## src/rtl/fpc_defs.svh

```systemverilog
// FPU control sequencer shared constants
// counter width, strobe delays and mantissa step count

`ifndef FPC_DEFS_SVH
`define FPC_DEFS_SVH

// ----------------------------------------------------------------------
// word counter
// ----------------------------------------------------------------------

// LP counter walks up to three operand words
`define FPC_LP_W 2

// ----------------------------------------------------------------------
// strobe pacing and iteration
// ----------------------------------------------------------------------

// cycles from strob1 to strob2
`define FPC_DLY_SHORT 2
`define FPC_DLY_LONG 4

// mantissa steps for multiply and divide
`define FPC_ITER_STEPS 6

`endif

```

## src/rtl/fpc_pkg.sv

```systemverilog
// FPU control sequencer types
// operation codes and sequencer state encoding

package fpc_pkg;

	// operation carried by a job
	typedef enum logic [1:0] {
		OP_ADD = 2'd0,
		OP_SUB = 2'd1,
		OP_MUL = 2'd2,
		OP_DIV = 2'd3
	} fpc_op_e;

	// ------------------------------------------------------------------
	// sequencer states, in job order
	// ------------------------------------------------------------------

	typedef enum logic [2:0] {
		ST_IDLE  = 3'd0,
		ST_LOAD  = 3'd1,
		ST_ALIGN = 3'd2,
		ST_ITER  = 3'd3,
		ST_NORM  = 3'd4,
		ST_STORE = 3'd5,
		ST_END   = 3'd6
	} fpc_state_e;

endpackage

```

## src/rtl/fpc_control_top.sv

```systemverilog
// FPU control sequencer top
// start capture, strobe generation, state sequencer and LP counter

`include "fpc_defs.svh"

module fpc_control_top (
	input  logic                 got_fp,
	input  logic                 _0_f,
	input  logic                 efp,
	input  fpc_pkg::fpc_op_e     op,
	input  logic [`FPC_LP_W-1:0] words,
	input  logic                 nrf,
	input  logic                 align_eq,
	input  logic                 norm_ok,
	input  logic                 zero,
	input  logic                 di,
	output fpc_pkg::fpc_state_e  state,
	output logic                 busy,
	output logic                 strob1,
	output logic                 strob2,
	output logic                 read_fp,
	output logic                 write_fp,
	output logic                 shift_t,
	output logic                 clock_m,
	output logic [`FPC_LP_W-1:0] lp,
	output logic                 ekc_fp
);

	logic start, norm_only, long_state;
	logic lp_load, lp_step, lp_last;
	fpc_pkg::fpc_op_e job_op;
	logic [`FPC_LP_W-1:0] job_words;

	fpc_start start_i (
		.got_fp(got_fp), ._0_f(_0_f), .efp(efp), .busy(busy),
		.op(op), .words(words), .nrf(nrf),
		.start(start), .norm_only(norm_only),
		.job_op(job_op), .job_words(job_words)
	);

	fpc_strobe_gen strobe_i (
		.got_fp(got_fp), ._0_f(_0_f), .start(start), .busy(busy),
		.long_state(long_state), .strob1(strob1), .strob2(strob2)
	);

	// sequencer paced by strob2, fed back the LP status
	fpc_sequencer seq_i (
		.got_fp(got_fp), ._0_f(_0_f), .start(start), .norm_only(norm_only),
		.job_op(job_op), .strob1(strob1), .strob2(strob2), .lp_last(lp_last),
		.align_eq(align_eq), .norm_ok(norm_ok), .zero(zero), .di(di),
		.state(state), .busy(busy), .long_state(long_state),
		.lp_load(lp_load), .lp_step(lp_step),
		.read_fp(read_fp), .write_fp(write_fp), .shift_t(shift_t),
		.clock_m(clock_m), .ekc_fp(ekc_fp)
	);

	fpc_loop_counter lp_i (
		.got_fp(got_fp), ._0_f(_0_f), .lp_load(lp_load), .lp_step(lp_step),
		.job_words(job_words), .lp(lp), .lp_last(lp_last)
	);

endmodule

```

## src/rtl/fpc_loop_counter.sv

```systemverilog
// LP word counter
// loads the word count minus one, counts down per word, flags zero

`include "fpc_defs.svh"

module fpc_loop_counter (
	input  logic                 got_fp,
	input  logic                 _0_f,
	input  logic                 lp_load,
	input  logic                 lp_step,
	input  logic [`FPC_LP_W-1:0] job_words,
	output logic [`FPC_LP_W-1:0] lp,
	output logic                 lp_last
);

	logic [`FPC_LP_W-1:0] lp_init;

	assign lp_init = job_words - {{(`FPC_LP_W-1){1'b0}}, 1'b1};

	// load wins over step
	always_ff @(posedge got_fp or posedge _0_f) begin
		if (_0_f) begin
			lp <= '0;
		end else if (lp_load) begin
			lp <= lp_init;
		end else if (lp_step && !lp_last) begin
			lp <= lp - 1'b1;
		end
	end

	// last word reached, counter holds here
	assign lp_last = (lp == '0);

	a_no_step_at_zero: assert property (@(posedge got_fp) disable iff (_0_f)
		lp_step |-> lp != '0)
		else $error("LP step at zero");

endmodule

```

## src/rtl/fpc_sequencer.sv

```systemverilog
// FPU job state sequencer
// steps load, align, iterate, normalize, store and end on strob2
// and decodes the control pulses from the state and strob1

`include "fpc_defs.svh"

module fpc_sequencer (
	input  logic                got_fp,
	input  logic                _0_f,
	input  logic                start,
	input  logic                norm_only,
	input  fpc_pkg::fpc_op_e    job_op,
	input  logic                strob1,
	input  logic                strob2,
	input  logic                lp_last,
	input  logic                align_eq,
	input  logic                norm_ok,
	input  logic                zero,
	input  logic                di,
	output fpc_pkg::fpc_state_e state,
	output logic                busy,
	output logic                long_state,
	output logic                lp_load,
	output logic                lp_step,
	output logic                read_fp,
	output logic                write_fp,
	output logic                shift_t,
	output logic                clock_m,
	output logic                ekc_fp
);

	localparam int ITER_W = $clog2(`FPC_ITER_STEPS);
	localparam logic [ITER_W-1:0] ITER_LAST = ITER_W'(`FPC_ITER_STEPS - 1);

	fpc_pkg::fpc_state_e state_d;
	logic [ITER_W-1:0] iter_q, iter_d;
	logic norm_done;

	assign norm_done = norm_ok | zero;

	// ------------------------------------------------------------------
	// next state, taken at strob2
	// ------------------------------------------------------------------

	always_comb begin
		state_d = state;
		iter_d  = iter_q;
		if (state == fpc_pkg::ST_IDLE) begin
			if (start)
				state_d = fpc_pkg::ST_LOAD;
		end else if (strob2) begin
			if (di && state != fpc_pkg::ST_END) begin
				// abort
				state_d = fpc_pkg::ST_END;
			end else begin
				case (state)
					fpc_pkg::ST_LOAD: begin
						if (lp_last) begin
							if (norm_only) begin
								state_d = fpc_pkg::ST_NORM;
							end else if (job_op == fpc_pkg::OP_ADD ||
									job_op == fpc_pkg::OP_SUB) begin
								state_d = fpc_pkg::ST_ALIGN;
							end else begin
								state_d = fpc_pkg::ST_ITER;
								iter_d  = '0;
							end
						end
					end
					fpc_pkg::ST_ALIGN: if (align_eq) state_d = fpc_pkg::ST_NORM;
					fpc_pkg::ST_ITER: begin
						if (iter_q == ITER_LAST)
							state_d = fpc_pkg::ST_NORM;
						else
							iter_d = iter_q + 1'b1;
					end
					fpc_pkg::ST_NORM: if (norm_done) state_d = fpc_pkg::ST_STORE;
					fpc_pkg::ST_STORE: if (lp_last) state_d = fpc_pkg::ST_END;
					default: state_d = fpc_pkg::ST_IDLE;
				endcase
			end
		end
	end

	always_ff @(posedge got_fp or posedge _0_f) begin
		if (_0_f) begin
			state  <= fpc_pkg::ST_IDLE;
			iter_q <= '0;
		end else begin
			state  <= state_d;
			iter_q <= iter_d;
		end
	end

	// ------------------------------------------------------------------
	// status and decoded strobes
	// ------------------------------------------------------------------

	assign busy = (state != fpc_pkg::ST_IDLE);
	assign long_state = (state == fpc_pkg::ST_LOAD) || (state == fpc_pkg::ST_STORE) ||
		(state == fpc_pkg::ST_ITER);

	// counter reload at job start and again for the store pass
	assign lp_load = start || (strob2 && state == fpc_pkg::ST_NORM && norm_done);
	assign lp_step = strob2 && !lp_last &&
		(state == fpc_pkg::ST_LOAD || state == fpc_pkg::ST_STORE);

	assign read_fp  = strob1 && (state == fpc_pkg::ST_LOAD);
	assign write_fp = strob1 && (state == fpc_pkg::ST_STORE);
	assign shift_t  = strob1 && (state == fpc_pkg::ST_ALIGN || state == fpc_pkg::ST_NORM);
	assign clock_m  = strob1 && (state == fpc_pkg::ST_ITER);
	assign ekc_fp   = strob1 && (state == fpc_pkg::ST_END);

	a_strobe_busy: assert property (@(posedge got_fp) disable iff (_0_f)
		(strob1 || strob2) |-> busy)
		else $error("strobe outside a job");

endmodule

```

## src/rtl/fpc_start.sv

```systemverilog
// job start capture
// synchronizes efp, detects its rising edge and latches the job fields

`include "fpc_defs.svh"

module fpc_start (
	input  logic                  got_fp,
	input  logic                  _0_f,
	input  logic                  efp,
	input  logic                  busy,
	input  fpc_pkg::fpc_op_e      op,
	input  logic [`FPC_LP_W-1:0]  words,
	input  logic                  nrf,
	output logic                  start,
	output logic                  norm_only,
	output fpc_pkg::fpc_op_e      job_op,
	output logic [`FPC_LP_W-1:0]  job_words
);

	logic efp_s1, efp_s2, efp_s3;
	fpc_pkg::fpc_op_e op_q;
	logic [`FPC_LP_W-1:0] words_q;
	logic nrf_q;

	// two-flop sync, third flop for the edge
	always_ff @(posedge got_fp or posedge _0_f) begin
		if (_0_f) begin
			efp_s1 <= 1'b0;
			efp_s2 <= 1'b0;
			efp_s3 <= 1'b0;
		end else begin
			efp_s1 <= efp;
			efp_s2 <= efp_s1;
			efp_s3 <= efp_s2;
		end
	end

	// a request while a job runs is dropped
	assign start = efp_s2 & ~efp_s3 & ~busy;

	always_ff @(posedge got_fp or posedge _0_f) begin
		if (_0_f) begin
			op_q    <= fpc_pkg::OP_ADD;
			words_q <= '0;
			nrf_q   <= 1'b0;
		end else if (start) begin
			op_q    <= op;
			words_q <= words;
			nrf_q   <= nrf;
		end
	end

	// fields valid in the start cycle already, then held
	assign job_op    = start ? op : op_q;
	assign job_words = start ? words : words_q;
	assign norm_only = start ? nrf : nrf_q;

	a_start_busy: assert property (@(posedge got_fp) disable iff (_0_f)
		start |=> busy && !start)
		else $error("start not followed by busy");

endmodule

```

## src/rtl/fpc_strobe_gen.sv

```systemverilog
// two-phase strobe generator
// strob1 opens a state, strob2 follows after a short or long delay
// and the pair rearms while the sequencer stays busy

`include "fpc_defs.svh"

module fpc_strobe_gen (
	input  logic got_fp,
	input  logic _0_f,
	input  logic start,
	input  logic busy,
	input  logic long_state,
	output logic strob1,
	output logic strob2
);

	localparam int CNT_W = $clog2(`FPC_DLY_LONG + 1);
	localparam logic [CNT_W-1:0] DLY_S = CNT_W'(`FPC_DLY_SHORT - 1);
	localparam logic [CNT_W-1:0] DLY_L = CNT_W'(`FPC_DLY_LONG - 1);

	typedef enum logic [1:0] {
		PH_IDLE,
		PH_RUN,
		PH_GAP,
		PH_REARM
	} phase_e;

	phase_e phase;
	logic [CNT_W-1:0] cnt;
	logic [CNT_W-1:0] dly_last;

	// memory and iteration states run slow
	assign dly_last = long_state ? DLY_L : DLY_S;

	// ------------------------------------------------------------------
	// phase counter
	// ------------------------------------------------------------------

	always_ff @(posedge got_fp or posedge _0_f) begin
		if (_0_f) begin
			phase  <= PH_IDLE;
			cnt    <= '0;
			strob1 <= 1'b0;
			strob2 <= 1'b0;
		end else begin
			strob1 <= 1'b0;
			strob2 <= 1'b0;
			case (phase)
				PH_IDLE: begin
					if (start) begin
						strob1 <= 1'b1;
						cnt    <= '0;
						phase  <= PH_RUN;
					end
				end
				PH_RUN: begin
					if (cnt == dly_last) begin
						strob2 <= 1'b1;
						phase  <= PH_GAP;
					end else begin
						cnt <= cnt + 1'b1;
					end
				end
				// strob2 cycle, state moves at its end
				PH_GAP: phase <= PH_REARM;
				// new state visible here
				PH_REARM: begin
					if (busy || start) begin
						strob1 <= 1'b1;
						cnt    <= '0;
						phase  <= PH_RUN;
					end else begin
						phase <= PH_IDLE;
					end
				end
				default: phase <= PH_IDLE;
			endcase
		end
	end

	// strob2 trails strob1 by the delay of the state class
	a_strobe_short: assert property (@(posedge got_fp) disable iff (_0_f)
		(strob1 && !long_state) |-> ##(`FPC_DLY_SHORT) strob2)
		else $error("strob2 late or missing in a short state");

	a_strobe_long: assert property (@(posedge got_fp) disable iff (_0_f)
		(strob1 && long_state) |-> ##(`FPC_DLY_LONG) strob2)
		else $error("strob2 late or missing in a long state");

endmodule

```

## config.mk

```make
export PLATFORM = sky130hd
export DESIGN_NAME = fpc_control_top
export DESIGN_NICKNAME = d
export VERILOG_FILES = /design/src/rtl/fpc_pkg.sv /design/src/rtl/fpc_control_top.sv /design/src/rtl/fpc_loop_counter.sv /design/src/rtl/fpc_sequencer.sv /design/src/rtl/fpc_start.sv /design/src/rtl/fpc_strobe_gen.sv
export VERILOG_INCLUDE_DIRS = /design/src /design/src/rtl
export SDC_FILE = /design/constraint.sdc
export NUM_CORES = 1
export LEC_CHECK = 0
export BUFFER_PORTS_ARGS = -buffer_cell sky130_fd_sc_hd__buf_4
export CAP_MARGIN = 10
export CORE_MARGIN = 3
export CORE_UTILIZATION = 40
export CTS_CLUSTER_SIZE = 28
export DETAILED_ROUTE_END_ITERATION = 10
export SLEW_MARGIN = 20
export SYNTH_ARGS = -nofsm -noshare
export SYNTH_HDL_FRONTEND = slang
export SYNTH_HIERARCHICAL = 1
export SYNTH_SLANG_ARGS = --single-unit
```

## constraint.sdc

```tcl
create_clock -name got_fp -period 3.3 [get_ports got_fp]
set_input_delay 0.165 -clock got_fp [delete_from_list [all_inputs] [get_ports got_fp]]
set_output_delay 0.165 -clock got_fp [all_outputs]
set_load 0.01 [all_outputs]
```

==> run_results.csv, run 1 <==
group,metric,value,unit
synth,ys_warn_count,6,
timing,fmax,377,MHz
pwr,power.leakage,0.000739,uW
floorplanning,rows,20,
detailed_routing,vias,1143,
clocking,clockBufferDepth,2,
clocking,clockRootBuffer,"clkbuf_4",
timing,fin_crit_sh,80.4,%
synth,syn-cell-area,1420,um2
run,drv_cap,0,
min_path,hold_path.class,"in2reg",
synth,syn_area_per_cell,9.98,um2
floorplanning,core_area,3200,um2
setup_path,cp-end-kind,"register",
floorplanning,ios,25,
setup_path,cp_max_fo,4,
setup_path,cp.required,3.50,ns
timing,maxSlewHeadroom,67.7,%
detailed_routing,vias_per_cell,5.32,
setup_path,worstSetupPathType,"reg2reg",
layout,register_area,551,um2
detailed_routing,routedWlPerCell,13.5,um
layout,most-common-layout-cells,"27 x buf_4, 22 x dfrtp_1, 15 x inv_1",
min_path,min_path_cells,2,
global_route,grt_first_pass_wirelength,5.16,mm
layout,area_delta_synth_final,21.6,%
min_path,worst_hold_path.endpoint,"start_i/op_q[1]",
placement,gp_congestion,0.769,
global_route,grt_usage,15.5,%
layout,multiInputGateArea,787,um2
layout,n_fill_cell,313,
detailed_routing,drtAntennaViolNets,0,
synth,synth_nets,162,
floorplanning,start_util,44.3,%
timing,finalMaxSlewViolations,0,
global_route,grt.overflow.total,0,
layout,diodes,0,
floorplanning,die_h,65.5,um
setup_path,cp_slowest_cell,"dfrtp_1",
pwr,p_total,500,uW
setup_path,r2r_slack,0.65,ns
setup_path,r2r_end,"seq_i/iter_q[1]",
timing,finalClockSkew,0.00198,ns
detailed_routing,drc_errors,0,
clocking,clkTransAtPathRegs,0.12,ns
pwr,ir_drop,189,uV
setup_path,r2r_cells,8,
setup_path,worstSetupStartpointType,"register",
clocking,cts_tree,"built",
setup_path,crit_chain,"nor3_2 > inv_1 > nor3b_4 > mux2_2 > nand2b_1 > nor3_1 > o21a_1 > mux2_1",
detailed_routing,drt_iter0_markers,64,
run_status,status,"complete, no violations",
global_route,grt_pass1_vias,1212,
timing,tightest_slew,0.480,ns
clocking,cts_htree_levels,1,
placement,hpwl,2.34,mm
min_path,hp-start,"op[1]",
clocking,cts.sinks,22,
setup_path,crit_arrival,2.85,ns
setup_path,worstReg2RegStart,"seq_i/state[2]",
timing,rsz0062_at_grt,"no",
setup_path,slowest_delay,0.41,ns
detailed_routing,drt_wl_total,2.91,mm
synth,synth_cells,142,
detailed_routing,first_pass_iters,4,
timing,finalHoldViolCount,0,
layout,layout_commonest_cell,"buf_4",
layout,drive_gt1_share,29.8,%
global_route,grt_max_degree,18,
global_route,antenna_found_initial,0,
pwr,powerDensity,290,nW/um2
timing,post-route-min-period,2.65,ns
clocking,cts_made_buffers,3,
placement,port_buffers,23,
timing,setup_viol,0,
clocking,clock_latency,0.30,ns
floorplanning,die-area,4290,um2
setup_path,critPathBufInv,1,
layout,final_nets,192,
setup_path,critPathTopFamily,"simple AND/OR/NAND/NOR gates",
floorplanning,die_x,65.5,um
timing,setup_tns,0,ns
layer usage:
metal | routed length, um | vias up | GRT usage, %
met5 | 0 | - | 0
met4 | 32 | 0 | 4.92
met3 | 131 | 4 | 2.56
met2 | 1360 | 28 | 25.7
met1 | 1380 | 552 | 20.5
li1 | - | 559 | -
where the power goes:
group	internal [uW]	switching, uW	total, uW
clock network	123	82.0	205
registers	271	0.921	272
logic	11.3	11.5	22.8
worst max path at each step:
stage | depth (start not counted) | slack, ns | start | to
2_1_floorplan | 8 | 0.64 | seq_i/state[1] | seq_i/iter_q[1]
3_3_place_gp | 8 | 0.72 | seq_i/state[2] | seq_i/iter_q[1]
3_5_place_dp | 8 | 0.65 | seq_i/state[2] | seq_i/iter_q[1]
4_1_cts | 8 | 0.63 | seq_i/state[2] | seq_i/iter_q[1]
5_1_grt | 8 | 0.44 | seq_i/state[2] | seq_i/iter_q[1]
6_report | 8 | 0.65 | seq_i/state[2] | seq_i/iter_q[1]
state kept, by name (all words and copies together), names as in the netlist, 2 cells and up:
register / flops
seq_i/iter_q: 3
lp_i/lp: 2
strobe_i/cnt: 3
start_i/words_q: 2
seq_i/state: 3
strobe_i/phase: 2
cell type report:
class / count / share of cell area (%)
clock inverters: 1 / 1.74
flip-flops and latches: 22 / 31.9
multi-input cells: 101 / 45.6
repair buffers: 29 / 12.9
inverters: 15 / 3.27
well taps: 44 / 3.19
clock buffers: 3 / 1.31
what timing repair did:
item	CTS	global route
endpoints found under the hold margin	23	0
setup buffers	0	0
setup endpoints to repair	0	0
hold buffers	2	0
gates resized for setup	0	0
metrics by stage:
| stage | worst slack (ns) | hold slack [ns] | utilization, % | cells | cell area [um2] |
|---|---|---|---|---|---|
| 6_report | 0.647 | 0.112 | 53.8 | 215 | 1720 |
| 5_1_grt | 0.443 | 0.0961 | 53.8 | 215 | 1720 |
| 4_1_cts | 0.626 | 0.0975 | 53.8 | 215 | 1720 |
| 3_5_place_dp | 0.654 | 0.0503 | 51.6 | 209 | 1650 |
| 3_3_place_gp | 0.715 | 0.0482 | 51.6 | 209 | 1650 |
| 2_1_floorplan | 0.637 | -0.0938 | - | 142 | 1420 |
worst register-to-register path, delay by kind of cell, from the launching register on:
family / cells / cell delay (ns)
AOI/OAI and AO/OA: 1 / 0.18
and+or+nand+nor: 4 / 1.06
DFF: 1 / 0.41
muxes: 2 / 0.71
buffers and inverters: 1 / 0.19
Note: power is estimated with default switching activity, not from simulation.
==> run 2: changes to the inputs <==
--- a/config.mk
+++ b/config.mk
@@ -6,6 +6,7 @@
 export SDC_FILE = /design/constraint.sdc
 export NUM_CORES = 1
 export LEC_CHECK = 0
+export ABC_AREA = 1
 export BUFFER_PORTS_ARGS = -buffer_cell sky130_fd_sc_hd__buf_4
 export CAP_MARGIN = 10
 export CORE_MARGIN = 3
==> constraint.sdc (replaced) <==
create_clock -name got_fp -period 2.7 [get_ports got_fp]
set_input_delay 0.135 -clock got_fp [delete_from_list [all_inputs] [get_ports got_fp]]
set_output_delay 0.135 -clock got_fp [all_outputs]
set_load 0.01 [all_outputs]
==> run_results.csv, run 2 <==
group,metric,value,unit
pwr,power.internal,1070,uW
run_status,status,"complete, no violations",
pwr,p_sw_share,47.6,%
timing,holdWs,0.171,ns
synth,synth_nets,248,
layout,fin_util,51.1,%
synth,synth_cells,228,
global_route,grt_util_met3,2.73,%
floorplanning,start_util,43.2,%
setup_path,r2r_cells,12,
pwr,ir_drop,533,uV
min_path,hold_path.class,"in2reg",
placement,hpwl,2.64,mm
setup_path,r2r_end,"lp_i/lp[1]",
detailed_routing,drt_wl_total,3.25,mm
clocking,clockBufferDepth,2,
setup_path,cp_max_fo,9,
clocking,cts_resized,0,
timing,setup_tns,0,ns
global_route,grt_pass1_vias,1342,
global_route,grt_use_met2,21.0,%
pwr,p_seq_share,26.8,%
timing,rsz0062_at_grt,"no",
setup_path,worstReg2RegStart,"seq_i/state[2]",
timing,finalClockSkew,0.00566,ns
detailed_routing,drtAntennaViolNets,0,
pwr,p_clk_share,14.8,%
layout,diodes,0,
global_route,antenna_found_initial,0,
setup_path,critPathTopFamily,"simple AND/OR/NAND/NOR gates",
detailed_routing,routedWlPerCell,10.7,um
min_path,min_path_cells,3,
floorplanning,die_x,70.3,um
global_route,grt_max_degree,14,
timing,fmax,504,MHz
clocking,cts_made_buffers,3,
setup_path,slowest_delay,0.55,ns
floorplanning,die-area,4940,um2
timing,setup_viol,0,
timing,finalHoldViolCount,0,
setup_path,crit_chain,"inv_8 > nand2_4 > inv_2 > nand3_2 > inv_1 > inv_1 > o31ai_1 > nand2_1 > nand2_1 > nand2_1 > nand3_1 > nand2_1",
floorplanning,core_area,3830,um2
clocking,cts_htree_levels,1,
clocking,clkTransAtPathRegs,0.08,ns
setup_path,r2r_slack,0.71,ns
layout,n_fill_cell,392,
pwr,netSwitchingPower,973,uW
timing,finalMaxSlewViolations,0,
timing,fin_crit_sh,73.5,%
floorplanning,ios,25,
timing,maxSlewHeadroom,56.1,%
timing,post-route-min-period,1.99,ns
setup_path,crit_arrival,2.14,ns
layout,final_nets,277,
floorplanning,rows,22,
setup_path,timing.critical_path.mode_cell,"nand2_1",
pwr,power.leakage,0.00106,uW
global_route,grt_usage,14.0,%
clocking,cts.sinks,22,
pwr,powerDensity,1050,nW/um2
synth,syn_area_per_cell,7.24,um2
detailed_routing,drt_iter0_markers,72,
layout,most-common-layout-cells,"68 x nand2_1, 31 x inv_1, 25 x buf_4",
min_path,hp-start,"words[1]",
clocking,clockRootBuffer,"clkbuf_8",
detailed_routing,vias,1421,
synth,ys_warn_count,6,
layout,reg_top3,"seq_i/iter_q x3, seq_i/state x3, strobe_i/cnt x3",
detailed_routing,first_pass_iters,4,
floorplanning,die_h,70.3,um
synth,syn-cell-area,1650,um2
setup_path,cp_slowest_cell,"dfrtp_1",
run,drv_cap,0,
detailed_routing,drc_errors,0,
clocking,clock_latency,0.26,ns
global_route,top_usage_layer,"met2",
setup_path,cp-end-kind,"register",
layout,final-instance-count-excl-fill,304,
setup_path,cp.required,2.86,ns
pwr,combPwrFrac,58.4,%
min_path,worst_hold_path.endpoint,"start_i/words_q[1]",
global_route,grt.overflow.total,0,
setup_path,worstSetupStartpointType,"register",
clocking,cts_tree,"built",
timing,tightest_slew,0.652,ns
placement,port_buffers,23,
placement,dp.cells,298,
detailed_routing,vias_per_cell,4.67,
setup_path,worstSetupPathType,"reg2reg",
layout,drive_gt1_share,27.3,%
setup_path,critPathBufInv,4,
placement,gp_congestion,0.852,
layout,area_delta_synth_final,18.5,%
global_route,grt_first_pass_wirelength,5.66,mm
layout,layout_commonest_cell,"nand2_1",
global_route,met1_usage,19.1,%
[run 2: worst max path at each step]
stage              startpoint              end  cells past startpoint  slack [ns]
2_1_floorplan  seq_i/state[1]       lp_i/lp[1]                     13        0.87
3_3_place_gp   seq_i/state[2]       lp_i/lp[1]                     12        0.70
3_5_place_dp   seq_i/state[2]       lp_i/lp[1]                     12        0.71
4_1_cts        seq_i/state[2]       lp_i/lp[1]                     12        0.70
5_1_grt        seq_i/state[2]  seq_i/iter_q[0]                     12        0.53
6_report       seq_i/state[2]       lp_i/lp[1]                     12        0.71
[run 2: layer usage]
layer | part of all wire [%] | vias to the layer above | routed length (um)
li1 | - | 758 | -
met1 | 50 | 628 | 1620
met2 | 45 | 29 | 1450
met3 | 4.1 | 6 | 134
met4 | 1.2 | 0 | 39
met5 | 0 | - | 0
[run 2: area by class of cell]
| type | count | area, um2 | share of cell area, % |
|---|---|---|---|
| Inverter | 42 | 171 | 8.76 |
| Tap cell | 48 | 60.1 | 3.07 |
| Clock buffer | 3 | 41.3 | 2.11 |
| Timing Repair Buffer | 27 | 208 | 10.6 |
| Clock inverter | 1 | 30.0 | 1.53 |
| Multi-Input combinational cell | 161 | 896 | 45.8 |
| Sequential cell | 22 | 551 | 28.1 |
[run 2: power by group through the flow]
stage	sequential, uW	combinational (uW)	clock, uW
after detailed placement	555	1200	0
after floorplan	530	957	0
final	548	1190	304
after global routing	566	1360	330
after CTS	548	1210	315
after global placement	555	1190	0
[run 2: timing repair]
action / 4_1_cts / 5_1_grt
setup buffers: 0 / 0
hold buffers: 2 / 0
endpoints found under the hold margin: 23 / 0
[run 2: stage by stage]
stage | setup WS, ns | power [uW] | cell area, um2
after floorplan | 0.866 | 1490 | 1650
after global placement | 0.695 | 1750 | 1870
after detailed placement | 0.710 | 1760 | 1870
after CTS | 0.702 | 2070 | 1960
after global routing | 0.534 | 2260 | 1960
final | 0.714 | 2050 | 1960
[run 2: worst min-delay path: cells and delay by family]
kind,cells,cell delay [ns]
simple gates,2,0.15
buf+inv,1,0.11
==> run 3: changes to the inputs <==
==> constraint.sdc (replaced) <==
create_clock -name got_fp -period 2 [get_ports got_fp]
set_input_delay 0.1 -clock got_fp [delete_from_list [all_inputs] [get_ports got_fp]]
set_output_delay 0.1 -clock got_fp [all_outputs]
set_load 0.01 [all_outputs]
==> run_results.csv, run 3 (synthesized netlist as in run 2, its figures left out) <==
group,metric,value,unit
layout,reg_top3,"seq_i/iter_q x3, seq_i/state x3, strobe_i/cnt x3",
timing,fin_crit_sh,89.4,%
detailed_routing,wl_met2,1.53,mm
timing,rsz0062_at_grt,"no",
layout,area_delta_synth_final,19.8,%
min_path,hp-start,"words[1]",
clocking,clockBufferDepth,2,
floorplanning,ios,25,
min_path,hold_path.class,"in2reg",
detailed_routing,m1WireLength,1.63,mm
clocking,post-cts-setup-buffers,0,
clocking,cts_made_buffers,3,
setup_path,r2r_end,"seq_i/iter_q[1]",
placement,hpwl,2.71,mm
global_route,grt.overflow.total,0,
clocking,clkTransAtPathRegs,0.08,ns
global_route,grt_usage,14.3,%
pwr,ir_drop,675,uV
global_route,antenna_found_initial,0,
min_path,min_path_cells,3,
placement,port_buffers,23,
setup_path,r2r_slack,0.21,ns
min_path,worst_hold_path.endpoint,"start_i/words_q[1]",
detailed_routing,first_pass_iters,4,
clocking,clockRootBuffer,"clkbuf_8",
detailed_routing,routedWlPerCell,11.0,um
floorplanning,core_area,3830,um2
setup_path,worstSetupPathType,"reg2reg",
setup_path,r2r_cells,12,
layout,most-common-layout-cells,"68 x nand2_1, 31 x inv_1, 28 x buf_4",
detailed_routing,drt_iter0_markers,76,
detailed_routing,drc_errors,0,
clocking,cts.sinks,22,
floorplanning,die_h,70.3,um
clocking,cts_tree,"built",
setup_path,cp.required,2.16,ns
detailed_routing,drtAntennaViolNets,0,
floorplanning,die-area,4940,um2
pwr,p_total,2820,uW
run,drv_cap,0,
layout,layout_commonest_cell,"nand2_1",
setup_path,cp-end-kind,"register",
timing,fmax,559,MHz
global_route,grt_max_degree,14,
global_route,grt_first_pass_wirelength,5.70,mm
placement,gp_congestion,0.889,
timing,finalHoldViolCount,0,
placement,dp.cells,301,
layout,drive_gt1_share,28.2,%
layout,final_nets,280,
setup_path,worstSetupStartpointType,"register",
floorplanning,start_util,43.2,%
timing,maxSlewHeadroom,81.0,%
clocking,cts_htree_levels,1,
setup_path,worstReg2RegStart,"seq_i/state[1]",
run_status,status,"complete, no violations",
floorplanning,rows,22,
layout,final-instance-count-excl-fill,307,
setup_path,cp_max_fo,5,
pwr,power.leakage,0.00107,uW
global_route,grt_pass1_vias,1295,
clocking,clock_latency,0.26,ns
timing,finalMaxSlewViolations,0,
detailed_routing,route.met3.wl,159,um
timing,post-route-min-period,1.79,ns
detailed_routing,vias,1439,
pwr,powerDensity,1420,nW/um2
detailed_routing,vias_per_cell,4.69,
timing,setup_tns,0,ns
timing,tightest_slew,0.285,ns
floorplanning,die_x,70.3,um
layout,diodes,0,
detailed_routing,topRoutingLayerUsed,"met4",
timing,finalClockSkew,0.00193,ns
detailed_routing,drt_wl_total,3.37,mm
timing,setup_viol,0,
setup_path,crit_arrival,1.95,ns
[run 3: cell types whose count changed in the layout (fill, tap and decap cells not counted)]
cell | before | now
buf_4 | 25 | 28
[run 3: repair_timing]
item,4_1_cts,5_1_grt
endpoints found under the hold margin,23,0
hold buffers,2,0
gates resized for setup,0,0
[run 3: area by class of cell]
class | instances | area [um2]
well taps | 48 | 60.1
clock inverters | 1 | 30.0
fillers | 390 | 1850
flip-flops and latches | 22 | 551
repair buffers | 30 | 230
multi-input cells | 161 | 896
clock buffers | 3 | 41.3
inverters | 42 | 171
[run 3: per-layer routing]
layer / up-vias / track usage, %
li1: 760 / -
met1: 651 / 18.8
met3: 5 / 3.45
met2: 23 / 23.3
met5: - / 0
met4: 0 / 3.83
[run 3: critical path, cell delays in order (launching register included)]
cell	delay [ns]
dfrtp_1	0.41
nor2_4	0.18
nand2_4	0.06
inv_2	0.10
nand3_2	0.12
nand2_1	0.08
nand2_1	0.10
nand2_1	0.12
o21ai_1	0.07
nor2_2	0.21
nand2_2	0.10
nand2_1	0.07
nand2_1	0.05
[run 3: stage by stage]
stage / hold slack, ns / setup slack (ns) / cell area, um2 / utilization [%]
floorplan: -0.159 / 0.166 / 1650 / -
global placement: -0.00932 / 0.232 / 1890 / 49.3
detailed placement: -0.00679 / 0.235 / 1890 / 49.3
CTS: 0.139 / 0.222 / 1980 / 51.7
global route: 0.151 / 0.0202 / 1980 / 51.7
finish: 0.139 / 0.211 / 1980 / 51.7
[run 3: how the worst max path moves through the flow]
stage,slack [ns],start,end,depth (start not counted)
2_1_floorplan,0.17,seq_i/state[1],lp_i/lp[1],13
3_3_place_gp,0.23,seq_i/state[1],seq_i/iter_q[1],12
3_5_place_dp,0.24,seq_i/state[1],seq_i/iter_q[1],12
4_1_cts,0.22,seq_i/state[1],seq_i/iter_q[1],12
5_1_grt,0.02,seq_i/state[1],seq_i/iter_q[1],12
6_report,0.21,seq_i/state[1],seq_i/iter_q[1],12
[run 3: power by group]
| group | switching [uW] | internal, uW | leakage, uW |
|---|---|---|---|
| registers | 120 | 591 | 0.000281 |
| logic | 1070 | 623 | 0.000758 |
| clock network | 145 | 267 | 0.0000357 |
